### src/include/rtc_defs.svh
`ifndef RTC_DEFS_SVH
`define RTC_DEFS_SVH

// Chip register addresses
`define RTC_ADDR_CTRL_B   8'h02
`define RTC_ADDR_MASK     8'h01
`define RTC_ADDR_ENABLE   8'h00
`define RTC_ADDR_SEC      8'h21
`define RTC_ADDR_MIN      8'h22
`define RTC_ADDR_HOUR     8'h23

// Setup values, written in this order
`define RTC_INIT_SET      8'h10
`define RTC_INIT_CLEAR    8'h00
`define RTC_INIT_MASK     8'h44
`define RTC_INIT_ENABLE   8'h08
`define RTC_INIT_HOUR     8'h0C

// Bus timing
`define RTC_PHASE_CYCLES  4
`define RTC_POLL_CYCLES   64

// Host register offsets
`define RTC_APB_CTRL      8'h00
`define RTC_APB_STATUS    8'h04
`define RTC_APB_TIME      8'h08

`endif

### src/logic/rtc_bus_pkg.sv
`default_nettype none

package rtc_bus_pkg;

    // Direction of one chip access
    typedef enum logic [0:0] {
        BUS_WRITE = 1'b0,
        BUS_READ  = 1'b1
    } bus_op_e;

    // One client request, held steady until done
    typedef struct packed {
        bus_op_e    op;
        logic [7:0] addr;
        logic [7:0] wdata;
    } bus_req_t;

    // Chip pins as seen from the controller
    typedef struct packed {
        logic       cs_n;
        logic       as_sel;   // high in the data phase
        logic       rd_n;
        logic       wr_n;
        logic       ad_oe;
        logic [7:0] ad_out;
    } rtc_pins_t;

    // Bus engine phases
    typedef enum logic [2:0] {
        PH_IDLE,
        PH_ADDR,
        PH_LATCH,
        PH_DATA,
        PH_END
    } bus_phase_e;

endpackage

`default_nettype wire

### src/logic/rtc_ctrl_pkg.sv
`default_nettype none

package rtc_ctrl_pkg;

    // Init sequencer, one state per setup write
    typedef enum logic [2:0] {
        INIT_IDLE,
        INIT_SET,
        INIT_CLEAR,
        INIT_MASK,
        INIT_ENABLE,
        INIT_HOUR,
        INIT_DONE
    } init_state_e;

    // Time reader states
    typedef enum logic [2:0] {
        RD_IDLE,
        RD_WAIT,
        RD_SEC,
        RD_MIN,
        RD_HOUR,
        RD_PUBLISH
    } read_state_e;

    // Time of day, BCD
    typedef struct packed {
        logic [7:0] hour;
        logic [7:0] min;
        logic [7:0] sec;
    } time_bcd_t;

endpackage

`default_nettype wire

### src/logic/rtc_apb_regs.sv
`timescale 1ns/1ps
`default_nettype none

`include "rtc_defs.svh"

module rtc_apb_regs
    import rtc_ctrl_pkg::*;
(
    input  logic        clk,
    input  logic        reset,
    input  logic        psel,
    input  logic        penable,
    input  logic        pwrite,
    input  logic [7:0]  paddr,
    input  logic [31:0] pwdata,
    output logic [31:0] prdata,
    output logic        pready,
    output logic        pslverr,
    output logic        start,
    input  logic        ready,
    input  logic        busy,
    input  time_bcd_t   snapshot
);

    logic access;
    logic addr_hit;

    // Access phase of an APB transfer
    assign access = psel && penable;

    always_comb begin
        addr_hit = (paddr == `RTC_APB_CTRL) ||
                   (paddr == `RTC_APB_STATUS) ||
                   (paddr == `RTC_APB_TIME);
    end

    // No wait states
    assign pready  = 1'b1;
    assign pslverr = access && !addr_hit;

    ////////////////////////////////////////////////////////////////////////////
    // CTRL register
    ////////////////////////////////////////////////////////////////////////////
    always_ff @(posedge clk) begin
        if (reset) begin
            start <= 1'b0;
        end else if (access && pwrite && paddr == `RTC_APB_CTRL) begin
            start <= pwdata[0];
        end
    end

    // Read mux; STATUS and TIME ignore writes
    always_comb begin
        prdata = '0;
        case (paddr)
            `RTC_APB_CTRL: begin
                prdata[0] = start;
            end
            `RTC_APB_STATUS: begin
                prdata[0] = ready;
                prdata[1] = busy;
            end
            `RTC_APB_TIME: begin
                prdata[23:0] = snapshot;
            end
            default: begin
                prdata = '0;
            end
        endcase
    end

endmodule

`default_nettype wire

### src/logic/rtc_bus_engine.sv
`timescale 1ns/1ps
`default_nettype none

`include "rtc_defs.svh"

module rtc_bus_engine
    import rtc_bus_pkg::*;
(
    input  logic       clk,
    input  logic       reset,
    input  logic       abort,
    input  logic       init_valid,
    input  bus_req_t   init_req,
    output logic       init_done,
    input  logic       read_valid,
    input  bus_req_t   read_req,
    output logic       read_done,
    output logic [7:0] rdata,
    output rtc_pins_t  pins,
    input  logic [7:0] ad_in
);

    localparam int CNT_W = $clog2(`RTC_PHASE_CYCLES);
    localparam logic [CNT_W-1:0] CNT_LAST = CNT_W'(`RTC_PHASE_CYCLES - 1);

    bus_phase_e       phase;
    bus_phase_e       phase_next;
    logic [CNT_W-1:0] cnt;
    logic             phase_end;
    logic             grant_init;
    bus_req_t         req_q;
    logic             xfer_done;

    assign phase_end = (cnt == CNT_LAST);

    always_comb begin
        case (phase)
            PH_ADDR:  phase_next = PH_LATCH;
            PH_LATCH: phase_next = PH_DATA;
            PH_DATA:  phase_next = PH_END;
            default:  phase_next = PH_IDLE;
        endcase
    end

    ////////////////////////////////////////////////////////////////////////////
    // Grant and phase sequencing
    ////////////////////////////////////////////////////////////////////////////
    always_ff @(posedge clk) begin
        if (reset || abort) begin
            phase      <= PH_IDLE;
            cnt        <= '0;
            grant_init <= 1'b0;
        end else if (phase == PH_IDLE) begin
            cnt <= '0;
            if (init_valid || read_valid) begin
                // Init client wins a tie
                phase      <= PH_ADDR;
                grant_init <= init_valid;
            end
        end else if (phase_end) begin
            phase <= phase_next;
            cnt   <= '0;
        end else begin
            cnt <= cnt + CNT_W'(1);
        end
    end

    // Request and read data
    always_ff @(posedge clk) begin
        if (phase == PH_IDLE) begin
            req_q <= init_valid ? init_req : read_req;
        end
        if (phase == PH_DATA && phase_end && req_q.op == BUS_READ) begin
            rdata <= ad_in;
        end
    end

    // Done in the last cycle of the closing phase
    assign xfer_done = (phase == PH_END) && phase_end && !abort;
    assign init_done = xfer_done && grant_init;
    assign read_done = xfer_done && !grant_init;

    ////////////////////////////////////////////////////////////////////////////
    // Pin decode
    ////////////////////////////////////////////////////////////////////////////
    always_comb begin
        pins.cs_n   = 1'b1;
        pins.as_sel = 1'b0;
        pins.rd_n   = 1'b1;
        pins.wr_n   = 1'b1;
        pins.ad_oe  = 1'b0;
        pins.ad_out = '0;
        case (phase)
            PH_ADDR: begin
                pins.cs_n   = 1'b0;
                pins.ad_oe  = 1'b1;
                pins.ad_out = req_q.addr;
            end
            PH_LATCH: begin
                pins.cs_n   = 1'b0;
                pins.wr_n   = 1'b0;
                pins.ad_oe  = 1'b1;
                pins.ad_out = req_q.addr;
            end
            PH_DATA: begin
                pins.cs_n   = 1'b0;
                pins.as_sel = 1'b1;
                if (req_q.op == BUS_WRITE) begin
                    pins.wr_n   = 1'b0;
                    pins.ad_oe  = 1'b1;
                    pins.ad_out = req_q.wdata;
                end else begin
                    // Bus released so the chip can drive
                    pins.rd_n = 1'b0;
                end
            end
            default: begin
                pins.cs_n = 1'b1;
            end
        endcase
    end

endmodule

`default_nettype wire

### src/logic/rtc_controller_top.sv
`timescale 1ns/1ps
`default_nettype none

module rtc_controller_top
    import rtc_bus_pkg::*;
    import rtc_ctrl_pkg::*;
(
    input  logic        clk,
    input  logic        reset,
    input  logic        psel,
    input  logic        penable,
    input  logic        pwrite,
    input  logic [7:0]  paddr,
    input  logic [31:0] pwdata,
    output logic [31:0] prdata,
    output logic        pready,
    output logic        pslverr,
    output rtc_pins_t   rtc_pins,
    input  logic [7:0]  rtc_ad_in
);

    logic       start;
    logic       ready;
    logic       init_valid;
    bus_req_t   init_req;
    logic       init_done;
    logic       read_valid;
    bus_req_t   read_req;
    logic       read_done;
    logic [7:0] rdata;
    time_bcd_t  snapshot;

    ////////////////////////////////////////////////////////////////////////////
    // Host side
    ////////////////////////////////////////////////////////////////////////////
    rtc_apb_regs apb_regs_i (
        .clk      (clk),
        .reset    (reset),
        .psel     (psel),
        .penable  (penable),
        .pwrite   (pwrite),
        .paddr    (paddr),
        .pwdata   (pwdata),
        .prdata   (prdata),
        .pready   (pready),
        .pslverr  (pslverr),
        .start    (start),
        .ready    (ready),
        .busy     (init_valid),
        .snapshot (snapshot)
    );

    // Bus clients
    rtc_init_sequencer init_seq_i (
        .clk       (clk),
        .reset     (reset),
        .start     (start),
        .ready     (ready),
        .req_valid (init_valid),
        .req       (init_req),
        .done      (init_done)
    );

    rtc_time_reader time_reader_i (
        .clk       (clk),
        .reset     (reset),
        .ready     (ready),
        .req_valid (read_valid),
        .req       (read_req),
        .done      (read_done),
        .rdata     (rdata),
        .snapshot  (snapshot)
    );

    ////////////////////////////////////////////////////////////////////////////
    // Chip side
    ////////////////////////////////////////////////////////////////////////////
    rtc_bus_engine bus_engine_i (
        .clk        (clk),
        .reset      (reset),
        .abort      (~start),
        .init_valid (init_valid),
        .init_req   (init_req),
        .init_done  (init_done),
        .read_valid (read_valid),
        .read_req   (read_req),
        .read_done  (read_done),
        .rdata      (rdata),
        .pins       (rtc_pins),
        .ad_in      (rtc_ad_in)
    );

endmodule

`default_nettype wire

### src/logic/rtc_init_sequencer.sv
`timescale 1ns/1ps
`default_nettype none

`include "rtc_defs.svh"

module rtc_init_sequencer
    import rtc_bus_pkg::*;
    import rtc_ctrl_pkg::*;
(
    input  logic     clk,
    input  logic     reset,
    input  logic     start,
    output logic     ready,
    output logic     req_valid,
    output bus_req_t req,
    input  logic     done
);

    init_state_e state;
    init_state_e next_write;

    ////////////////////////////////////////////////////////////////////////////
    // Address and value of each setup write
    ////////////////////////////////////////////////////////////////////////////
    always_comb begin
        req        = '0;
        req.op     = BUS_WRITE;
        next_write = INIT_IDLE;
        case (state)
            INIT_SET: begin
                req.addr   = `RTC_ADDR_CTRL_B;
                req.wdata  = `RTC_INIT_SET;
                next_write = INIT_CLEAR;
            end
            INIT_CLEAR: begin
                req.addr   = `RTC_ADDR_CTRL_B;
                req.wdata  = `RTC_INIT_CLEAR;
                next_write = INIT_MASK;
            end
            INIT_MASK: begin
                req.addr   = `RTC_ADDR_MASK;
                req.wdata  = `RTC_INIT_MASK;
                next_write = INIT_ENABLE;
            end
            INIT_ENABLE: begin
                req.addr   = `RTC_ADDR_ENABLE;
                req.wdata  = `RTC_INIT_ENABLE;
                next_write = INIT_HOUR;
            end
            INIT_HOUR: begin
                req.addr   = `RTC_ADDR_HOUR;
                req.wdata  = `RTC_INIT_HOUR;
                next_write = INIT_DONE;
            end
            default: begin
                next_write = INIT_IDLE;
            end
        endcase
    end

    ////////////////////////////////////////////////////////////////////////////
    // State walk, restarted whenever start falls
    ////////////////////////////////////////////////////////////////////////////
    always_ff @(posedge clk) begin
        if (reset || !start) begin
            state     <= INIT_IDLE;
            req_valid <= 1'b0;
        end else begin
            case (state)
                INIT_IDLE: begin
                    state     <= INIT_SET;
                    req_valid <= 1'b0;
                end
                INIT_DONE: begin
                    req_valid <= 1'b0;
                end
                default: begin
                    // Drop valid for a cycle between writes
                    if (done) begin
                        state     <= next_write;
                        req_valid <= 1'b0;
                    end else begin
                        req_valid <= 1'b1;
                    end
                end
            endcase
        end
    end

    assign ready = (state == INIT_DONE);

endmodule

`default_nettype wire

### src/logic/rtc_time_reader.sv
`timescale 1ns/1ps
`default_nettype none

`include "rtc_defs.svh"

module rtc_time_reader
    import rtc_bus_pkg::*;
    import rtc_ctrl_pkg::*;
(
    input  logic       clk,
    input  logic       reset,
    input  logic       ready,
    output logic       req_valid,
    output bus_req_t   req,
    input  logic       done,
    input  logic [7:0] rdata,
    output time_bcd_t  snapshot
);

    localparam int POLL_W = $clog2(`RTC_POLL_CYCLES);
    localparam logic [POLL_W-1:0] POLL_LAST = POLL_W'(`RTC_POLL_CYCLES - 1);

    read_state_e       state;
    read_state_e       next_read;
    logic [POLL_W-1:0] poll_cnt;
    time_bcd_t         stage;

    // Register to read in each state
    always_comb begin
        req       = '0;
        req.op    = BUS_READ;
        next_read = RD_IDLE;
        case (state)
            RD_SEC: begin
                req.addr  = `RTC_ADDR_SEC;
                next_read = RD_MIN;
            end
            RD_MIN: begin
                req.addr  = `RTC_ADDR_MIN;
                next_read = RD_HOUR;
            end
            RD_HOUR: begin
                req.addr  = `RTC_ADDR_HOUR;
                next_read = RD_PUBLISH;
            end
            default: begin
                next_read = RD_IDLE;
            end
        endcase
    end

    always_ff @(posedge clk) begin
        if (reset || !ready) begin
            state     <= RD_IDLE;
            req_valid <= 1'b0;
            poll_cnt  <= '0;
        end else begin
            case (state)
                RD_IDLE: begin
                    state    <= RD_WAIT;
                    poll_cnt <= '0;
                end
                RD_WAIT: begin
                    if (poll_cnt == POLL_LAST) begin
                        state    <= RD_SEC;
                        poll_cnt <= '0;
                    end else begin
                        poll_cnt <= poll_cnt + POLL_W'(1);
                    end
                end
                RD_PUBLISH: begin
                    state <= RD_WAIT;
                end
                default: begin
                    if (done) begin
                        state     <= next_read;
                        req_valid <= 1'b0;
                    end else begin
                        req_valid <= 1'b1;
                    end
                end
            endcase
        end
    end

    // Staging so the host only ever sees a whole time
    always_ff @(posedge clk) begin
        if (done && state == RD_SEC) begin
            stage.sec <= rdata;
        end
        if (done && state == RD_MIN) begin
            stage.min <= rdata;
        end
        if (done && state == RD_HOUR) begin
            stage.hour <= rdata;
        end
    end

    always_ff @(posedge clk) begin
        if (reset) begin
            snapshot <= '0;
        end else if (state == RD_PUBLISH) begin
            snapshot <= stage;
        end
    end

endmodule

`default_nettype wire

### config.mk
export PLATFORM = sky130hd
export DESIGN_NAME = rtc_controller_top
export DESIGN_NICKNAME = d
export VERILOG_FILES = /design/src/logic/rtc_bus_pkg.sv /design/src/logic/rtc_ctrl_pkg.sv /design/src/logic/rtc_apb_regs.sv /design/src/logic/rtc_bus_engine.sv /design/src/logic/rtc_controller_top.sv /design/src/logic/rtc_init_sequencer.sv /design/src/logic/rtc_time_reader.sv
export VERILOG_INCLUDE_DIRS = /design/src /design/src/include
export SDC_FILE = /design/constraint.sdc
export NUM_CORES = 1
export LEC_CHECK = 0
export BUFFER_PORTS_ARGS = -buffer_cell sky130_fd_sc_hd__buf_2
export CORE_AREA = 4 4 102 129
export CTS_CLUSTER_DIAMETER = 30
export DETAILED_ROUTE_END_ITERATION = 8
export DIE_AREA = 0 0 106 133
export HOLD_SLACK_MARGIN = 0.06
export PLACE_DENSITY = 0.66
export RECOVER_POWER = 100
export SYNTH_ARGS = -nofsm -noshare
export SYNTH_HDL_FRONTEND = slang
export SYNTH_HIERARCHICAL = 1
export SYNTH_SLANG_ARGS = --single-unit
### constraint.sdc
create_clock -name clk -period 2.6 [get_ports clk]
set_input_delay 0.52 -clock clk [delete_from_list [all_inputs] [get_ports clk]]
set_output_delay 0.52 -clock clk [all_outputs]
set_load 0.1 [all_outputs]
==> results of run 1 <==
[Yosys cell counts (2+ instances only)]
cell type / number / area (µm²)
a211oi_1: 2 / 15.0
a21oi_1: 38 / 190
a22oi_1: 7 / 52.6
a31oi_1: 6 / 37.5
and2_1: 22 / 138
and3_1: 4 / 25.0
and3b_1: 2 / 17.5
buf_2: 6 / 30.0
buf_4: 37 / 278
buf_6: 2 / 22.5
clkbuf_1: 14 / 52.6
conb_1: 5 / 18.8
dfxtp_1: 45 / 901
edfxtp_1: 49 / 1470
ha_1: 4 / 50.1
inv_1: 6 / 22.5
inv_2: 2 / 7.51
mux2_2: 17 / 191
mux2i_1: 6 / 60.1
nand2_1: 66 / 248
nand2b_1: 6 / 37.5
nand3_1: 7 / 35.0
nand3b_1: 4 / 30.0
nand4b_1: 2 / 17.5
nor2_1: 23 / 86.3
nor2b_1: 7 / 43.8
nor3_1: 5 / 25.0
nor3b_1: 3 / 22.5
o21ai_0: 11 / 55.1
or2_1: 4 / 25.0
or2_2: 4 / 25.0
or2b_1: 2 / 15.0
or4_4: 2 / 22.5
[registers in the layout, summed over array words and instances (netlist names)]
signal	cells
time_reader_i/state	3
bus_engine_i/phase	3
apb_regs_i/start	1
time_reader_i/poll_cnt	6
time_reader_i/snapshot	24
bus_engine_i/rdata	8
bus_engine_i/cnt	2
time_reader_i/req_valid	1
init_seq_i/state	3
bus_engine_i/grant_init	1
time_reader_i/stage	24
init_seq_i/req_valid	1
bus_engine_i/req_q	17
[metrics by stage]
stage          total power (µW)  utilization  hold slack (ns)  area [µm²]
6_report                   2950        0.449            0.378        5350
5_1_grt                    3060        0.449            0.368        5350
4_1_cts                    2990        0.461            0.372        5510
3_5_place_dp               1710        0.436            0.426        5210
3_3_place_gp               1710        0.436            0.416        5210
2_1_floorplan              1720            -            0.405        4640
[area by class of cell]
type / instances / share of cell area
multi-input combinational: 309 / 0.346
tap: 164 / 0.0383
timing repair buffer: 70 / 0.112
inverter: 8 / 0.00561
sequential: 94 / 0.444
clock inverter: 7 / 0.0122
clock buffer: 9 / 0.0421
[worst max-delay path, cell delays in order]
cell	delay, ns
buf_2	0.09
or4_4	0.55
nor3b_2	0.18
clkbuf_4	0.26
and2_2	0.19
buf_8	0.20
[routing by layer]
metal,up-vias,global-route usage,routed length (µm),share of wire
li1,1555,-,-,-
met1,1439,0.149,3580,0.42
met2,100,0.210,4340,0.51
met3,16,0.0273,423,0.050
met4,0,0.0418,125,0.015
met5,-,0,0,0
[worst max path at each step]
stage / to / cells past startpoint / slack, ns / from
2_1_floorplan: prdata[0] / 3 / -0.74 / paddr[1]
5_1_grt: prdata[22] / 6 / 0.02 / paddr[1]
4_1_cts: prdata[0] / 6 / 0.005 / init_seq_i/state[1]$_SDFFE_PP0P_
6_report: prdata[22] / 6 / 0.09 / paddr[1]
3_5_place_dp: prdata[22] / 6 / 0.11 / paddr[1]
3_3_place_gp: prdata[16] / 6 / 0.14 / paddr[1]
[power by group]
part           internal, µW  switching (µW)
logic                  24.5            87.8
registers              1560            4.97
clock network           737             537
[logic make-up after synthesis]
logic type      synth area share
simple gates               0.201
flops                      0.531
compound gates            0.0961
buf+inv                   0.0924
fa+ha+maj                 0.0137
other cells              0.00420
xor+xnor                 0.00560
mux                       0.0563
==> qor.csv, run 1 <==
metric;value;unit
CP Max Fanout;22;
average wire per standard cell;12.8;µm
clock buffer depth;2;
GRT Overall Usage;0.122;
footprint of the multi-input gates;0.00185;mm²
RSZ-0062 raised after global routing;false;
total number of vias;3110;
Core Footprint;0.0119;mm²
CP Data Arrival Time;1.99;ns
status;completed;
fin worst setup slack;0.0866;ns
most frequent cells in the layout;nand2_1 (65), edfxtp_1 (49), dfxtp_1 (42);
PD cells;552;mW/mm²
placed cell count;645;
routed vias/inst;4.70;
final setup violation count;0;
hold path endpoint;bus_engine_i/rdata[7]$_DFFE_PP_;
average size of a mapped cell;10.1;µm²
final net count;549;
final hold vios;0;
maxcap violations;0;
Area growth, synth to finish;19.8;%
Tightest Hold Check Type;primary input to flop;
fillers;1146;
CTS HTree Levels;3;
r2r startpoint;bus_engine_i/phase[2]$_SDFFE_PP0P_;
DP HPWL;6070;µm
Final Slew Violations;0;
synthesized flop and latch total;94;
Syn Inst Count;442;
Least-Margin Pin Slew;1.32;ns
layout cell share with drive strength beyond 1;0.284;
fin crit period;2.51;ns
diode count;0;
postcts setup bufs;0;
vias in the first global route;2930;
GRT overflow;0;
Die Span X;106;µm
CP startpoint kind;primary input;
Fmax achieved;398;MHz
Buffers on Ports;59;
fin crit share;0.967;
Worst EP required;2.08;ns
Cell variety after synth;55;
setup TNS;0;ns
Async SR Flop Fraction;0;
die height;133;µm
Min-Delay Startpoint;rtc_ad_in[7];
fin cells;661;
commonest non-fill, non-tap cell in the layout;nand2_1;
initial DRC count;218;
TritonRoute pass-1 iters;5;
Die ar.;0.0141;mm²
Max VDD drop;0.309;mV
GP Congestion;0.797;
Post-route DRC;0;
clk slew on worst S/H paths;0.06;ns
critical path class;primary input to primary output;
post-CTS sizing;3;
RR Endpoint;time_reader_i/stage[14]$_DFFE_PP_;
hold path depth;1;
first-pass GRT wire length;13900;µm
number of flops mapped to enable cells by yosys;49;
Initial Util;0.374;
synthesized cell area;0.00447;mm²
relative slew slack;0.120;
synth warn;6;
std cell rows;45;
storage element area;0.00238;mm²
CTS Buf Count;9;
register area share after synthesis;0.531;
Skew-Pair Late Insertion Delay;0.34;ns
pre-CTS setup slack;0.113;ns
CP Capture Type;primary output;
count of boundary I/O pins;100;
reg2reg path depth;6;
commonest register cell after synthesis;edfxtp_1;
CTS root buf;clkbuf_16;
initial antenna violation count;0;
Post-Route Skew;0.00868;ns
Worst R2R Setup Slack;0.26;ns
Leak;0.00191;µW
maximum number of pins on one net before global-route repair;31;
Post-Route WL;8470;µm
Routed Antenna Nets;0;
CTS sink count;94;
TritonCTS clock tree;done;
Post-CTS Hold Fix Bufs;0;
(Power assumes the default switching activity.)
==> run 2: changes to the inputs <==
--- a/config.mk
+++ b/config.mk
@@ -7,12 +7,12 @@
 export NUM_CORES = 1
 export LEC_CHECK = 0
 export BUFFER_PORTS_ARGS = -buffer_cell sky130_fd_sc_hd__buf_2
-export CORE_AREA = 4 4 102 129
+export CORE_AREA = 4 4 115 144
 export CTS_CLUSTER_DIAMETER = 30
 export DETAILED_ROUTE_END_ITERATION = 8
-export DIE_AREA = 0 0 106 133
+export DIE_AREA = 0 0 119 148
 export HOLD_SLACK_MARGIN = 0.06
-export PLACE_DENSITY = 0.66
+export PLACE_DENSITY = 0.56
 export RECOVER_POWER = 100
 export SYNTH_ARGS = -nofsm -noshare
 export SYNTH_HDL_FRONTEND = slang
==> run 2 against run 1 <==
Compared with the run above:
- register-to-register slack improved by 0.07 ns
- critical endpoint is now prdata[1]
- flip-flop and latch count unchanged
- hold slack got worse by 0.022 ns
- highest routed layer unchanged
- count of clock-buffer cells in the layout increased by 1
- combinational power about the same
- cell count increased by 7.0%
- worst setup slack got worse by 0.011 ns
==> qor.csv, run 2 (same netlist as run 1, synthesis figures left out) <==
metric;value;unit
CTS Buf Count;9;
CP top delay family;simple AND/OR/NAND/NOR gates;
Worst EP required;2.08;ns
crit-path cells;buf_2 -> or4_4 -> or2_2 -> a21oi_1 -> clkbuf_4;
Post-CTS Hold Fix Bufs;0;
reg2reg path depth;6;
Seq pwr share;0.518;
hold path depth;1;
Area growth, synth to finish;21.4;%
relative slew slack;0.0763;
average wire per standard cell;12.4;µm
Logic pwr share;0.037;
PD cells;557;mW/mm²
Fmax achieved;396;MHz
GP Congestion;0.762;
clk slew on worst S/H paths;0.07;ns
vias in the first global route;2971;
Tightest Hold Check Type;primary input to flop;
Buffers on Ports;59;
routed length on met3;384;µm
Leak;0.00192;µW
layout cell share with drive strength beyond 1;0.283;
placed cell area;0.00527;mm²
most frequent cells in the layout;nand2_1 (65), edfxtp_1 (49), dfxtp_1 (45);
maxcap violations;0;
commonest non-fill, non-tap cell in the layout;nand2_1;
net switching power;660;µW
fin cells;707;
Skew-Pair Late Insertion Delay;0.34;ns
die height;148;µm
Post-route DRC;0;
Initial Util;0.296;
CP Max Fanout;4;
GRT Overall Usage;0.102;
initial DRC count;153;
count of boundary I/O pins;100;
RSZ-0062 raised after global routing;false;
M1 wire length;3930;µm
placed cell count;691;
critical path class;primary input to primary output;
final hold vios;0;
fin crit period;2.52;ns
RR Endpoint;time_reader_i/stage[9]$_DFFE_PP_;
max incr delay on CP;0.57;ns
CTS root buf;clkbuf_16;
cell-internal power;2360;µW
Post-Route WL;8790;µm
diode count;0;
TritonCTS clock tree;done;
std cell rows;50;
CTS sink count;94;
max layer used;met4;
GRT overflow;0;
CP startpoint kind;primary input;
initial antenna violation count;0;
Post-Route Skew;0.0121;ns
clock buffer depth;2;
CTS HTree Levels;3;
routed vias/inst;4.34;
first-pass GRT wire length;14400;µm
Worst R2R Setup Slack;0.33;ns
r2r startpoint;bus_engine_i/cnt[0]$_SDFF_PP0_;
Slowest cell on crit path;or4_4;
fillers;1533;
total number of vias;3070;
fin crit share;0.971;
Die Span X;119;µm
final net count;551;
Die ar.;0.0176;mm²
cell area after layout;0.00543;mm²
status;completed;
Least-Margin Pin Slew;1.39;ns
TritonRoute pass-1 iters;4;
Final Slew Violations;0;
switching share of power;0.218;
hold path endpoint;bus_engine_i/rdata[0]$_DFFE_PP_;
CP Data Arrival Time;2.00;ns
CP Capture Type;primary output;
maximum number of pins on one net before global-route repair;32;
final setup violation count;0;
Buf/Inv on CP;2;
Clock Power Share;0.445;
Max VDD drop;0.237;mV
DP HPWL;6570;µm
Largest regs;time_reader_i/snapshot x24, time_reader_i/stage x24, bus_engine_i/req_q x17;
Routed Antenna Nets;0;
Core Footprint;0.0151;mm²
Min-Delay Startpoint;rtc_ad_in[0];
postcts setup bufs;0;
metal2 WL;4300;µm
[run 2: cell count changes in the layout (fill, tap and decap cells not counted), moves of 3 or more]
cell	delta
dfxtp_1	+3
clkbuf_2	-3
buf_6	+6
clkinv_1	-3
dfxtp_2	-3
buf_8	-10
buf_4	+3
buf_12	+3
clkbuf_1	+4
[run 2: worst reg2reg max path: cells and delay by family (launching register included)]
family	cells	cell delay (ns)
fa+ha+maj	1	0.31
buf+inv	2	0.62
flops	1	0.33
simple gates	3	0.64
[run 2: layout make-up]
| class | instances | area [µm²] | area share |
|---|---|---|---|
| multi-input cells | 309 | 1860 | 0.342 |
| clock inverters | 6 | 68.8 | 0.0127 |
| well taps | 208 | 260 | 0.0480 |
| clock buffers | 10 | 239 | 0.0440 |
| flip-flops and latches | 94 | 2370 | 0.437 |
| inverters | 8 | 30.0 | 0.00554 |
| repair buffers | 72 | 597 | 0.110 |
[run 2: repair_timing]
action / 4_1_cts / 5_1_grt
endpoints found under the hold margin: 0 / 0
resized for setup: 0 / 3
endpoints found under the setup margin: 0 / 11
[run 2: metal layers]
layer / global-route usage / vias to the layer above
li1: - / 1559
met1: 0.117 / 1430
met2: 0.178 / 69
met3: 0.0291 / 12
met4: 0.0383 / 0
met5: 0 / -
[run 2: worst max path at each step]
| stage | startpoint | endpoint | cells past startpoint |
|---|---|---|---|
| 6_report | paddr[1] | prdata[1] | 5 |
| 5_1_grt | bus_engine_i/phase[0]$_SDFFE_PP0P_ | rtc_pins[0] | 4 |
| 4_1_cts | init_seq_i/state[2]$_SDFFE_PP0P_ | prdata[0] | 6 |
| 3_5_place_dp | paddr[1] | prdata[16] | 6 |
| 3_3_place_gp | paddr[1] | prdata[16] | 6 |
| 2_1_floorplan | paddr[1] | prdata[0] | 3 |
[run 2: stage by stage]
stage | total power, µW | worst slack, ns | hold slack, ns | TNS (ns) | util
3_5_place_dp | 1710 | 0.0582 | 0.426 | 0 | 0.350
5_1_grt | 3130 | 0.00457 | 0.341 | 0 | 0.360
4_1_cts | 3060 | 0.0483 | 0.343 | 0 | 0.370
2_1_floorplan | 1720 | -0.741 | 0.405 | -1.48 | -
3_3_place_gp | 1710 | 0.0758 | 0.418 | 0 | 0.350
6_report | 3020 | 0.0755 | 0.356 | 0 | 0.360
[run 2: power groups by stage]
stage          Combinational (µW)  Sequential, µW  Clock, µW
2_1_floorplan                 124            1600          0
3_3_place_gp                  111            1600          0
3_5_place_dp                  111            1600          0
4_1_cts                       112            1570       1390
5_1_grt                       120            1570       1450
6_report                      112            1570       1350
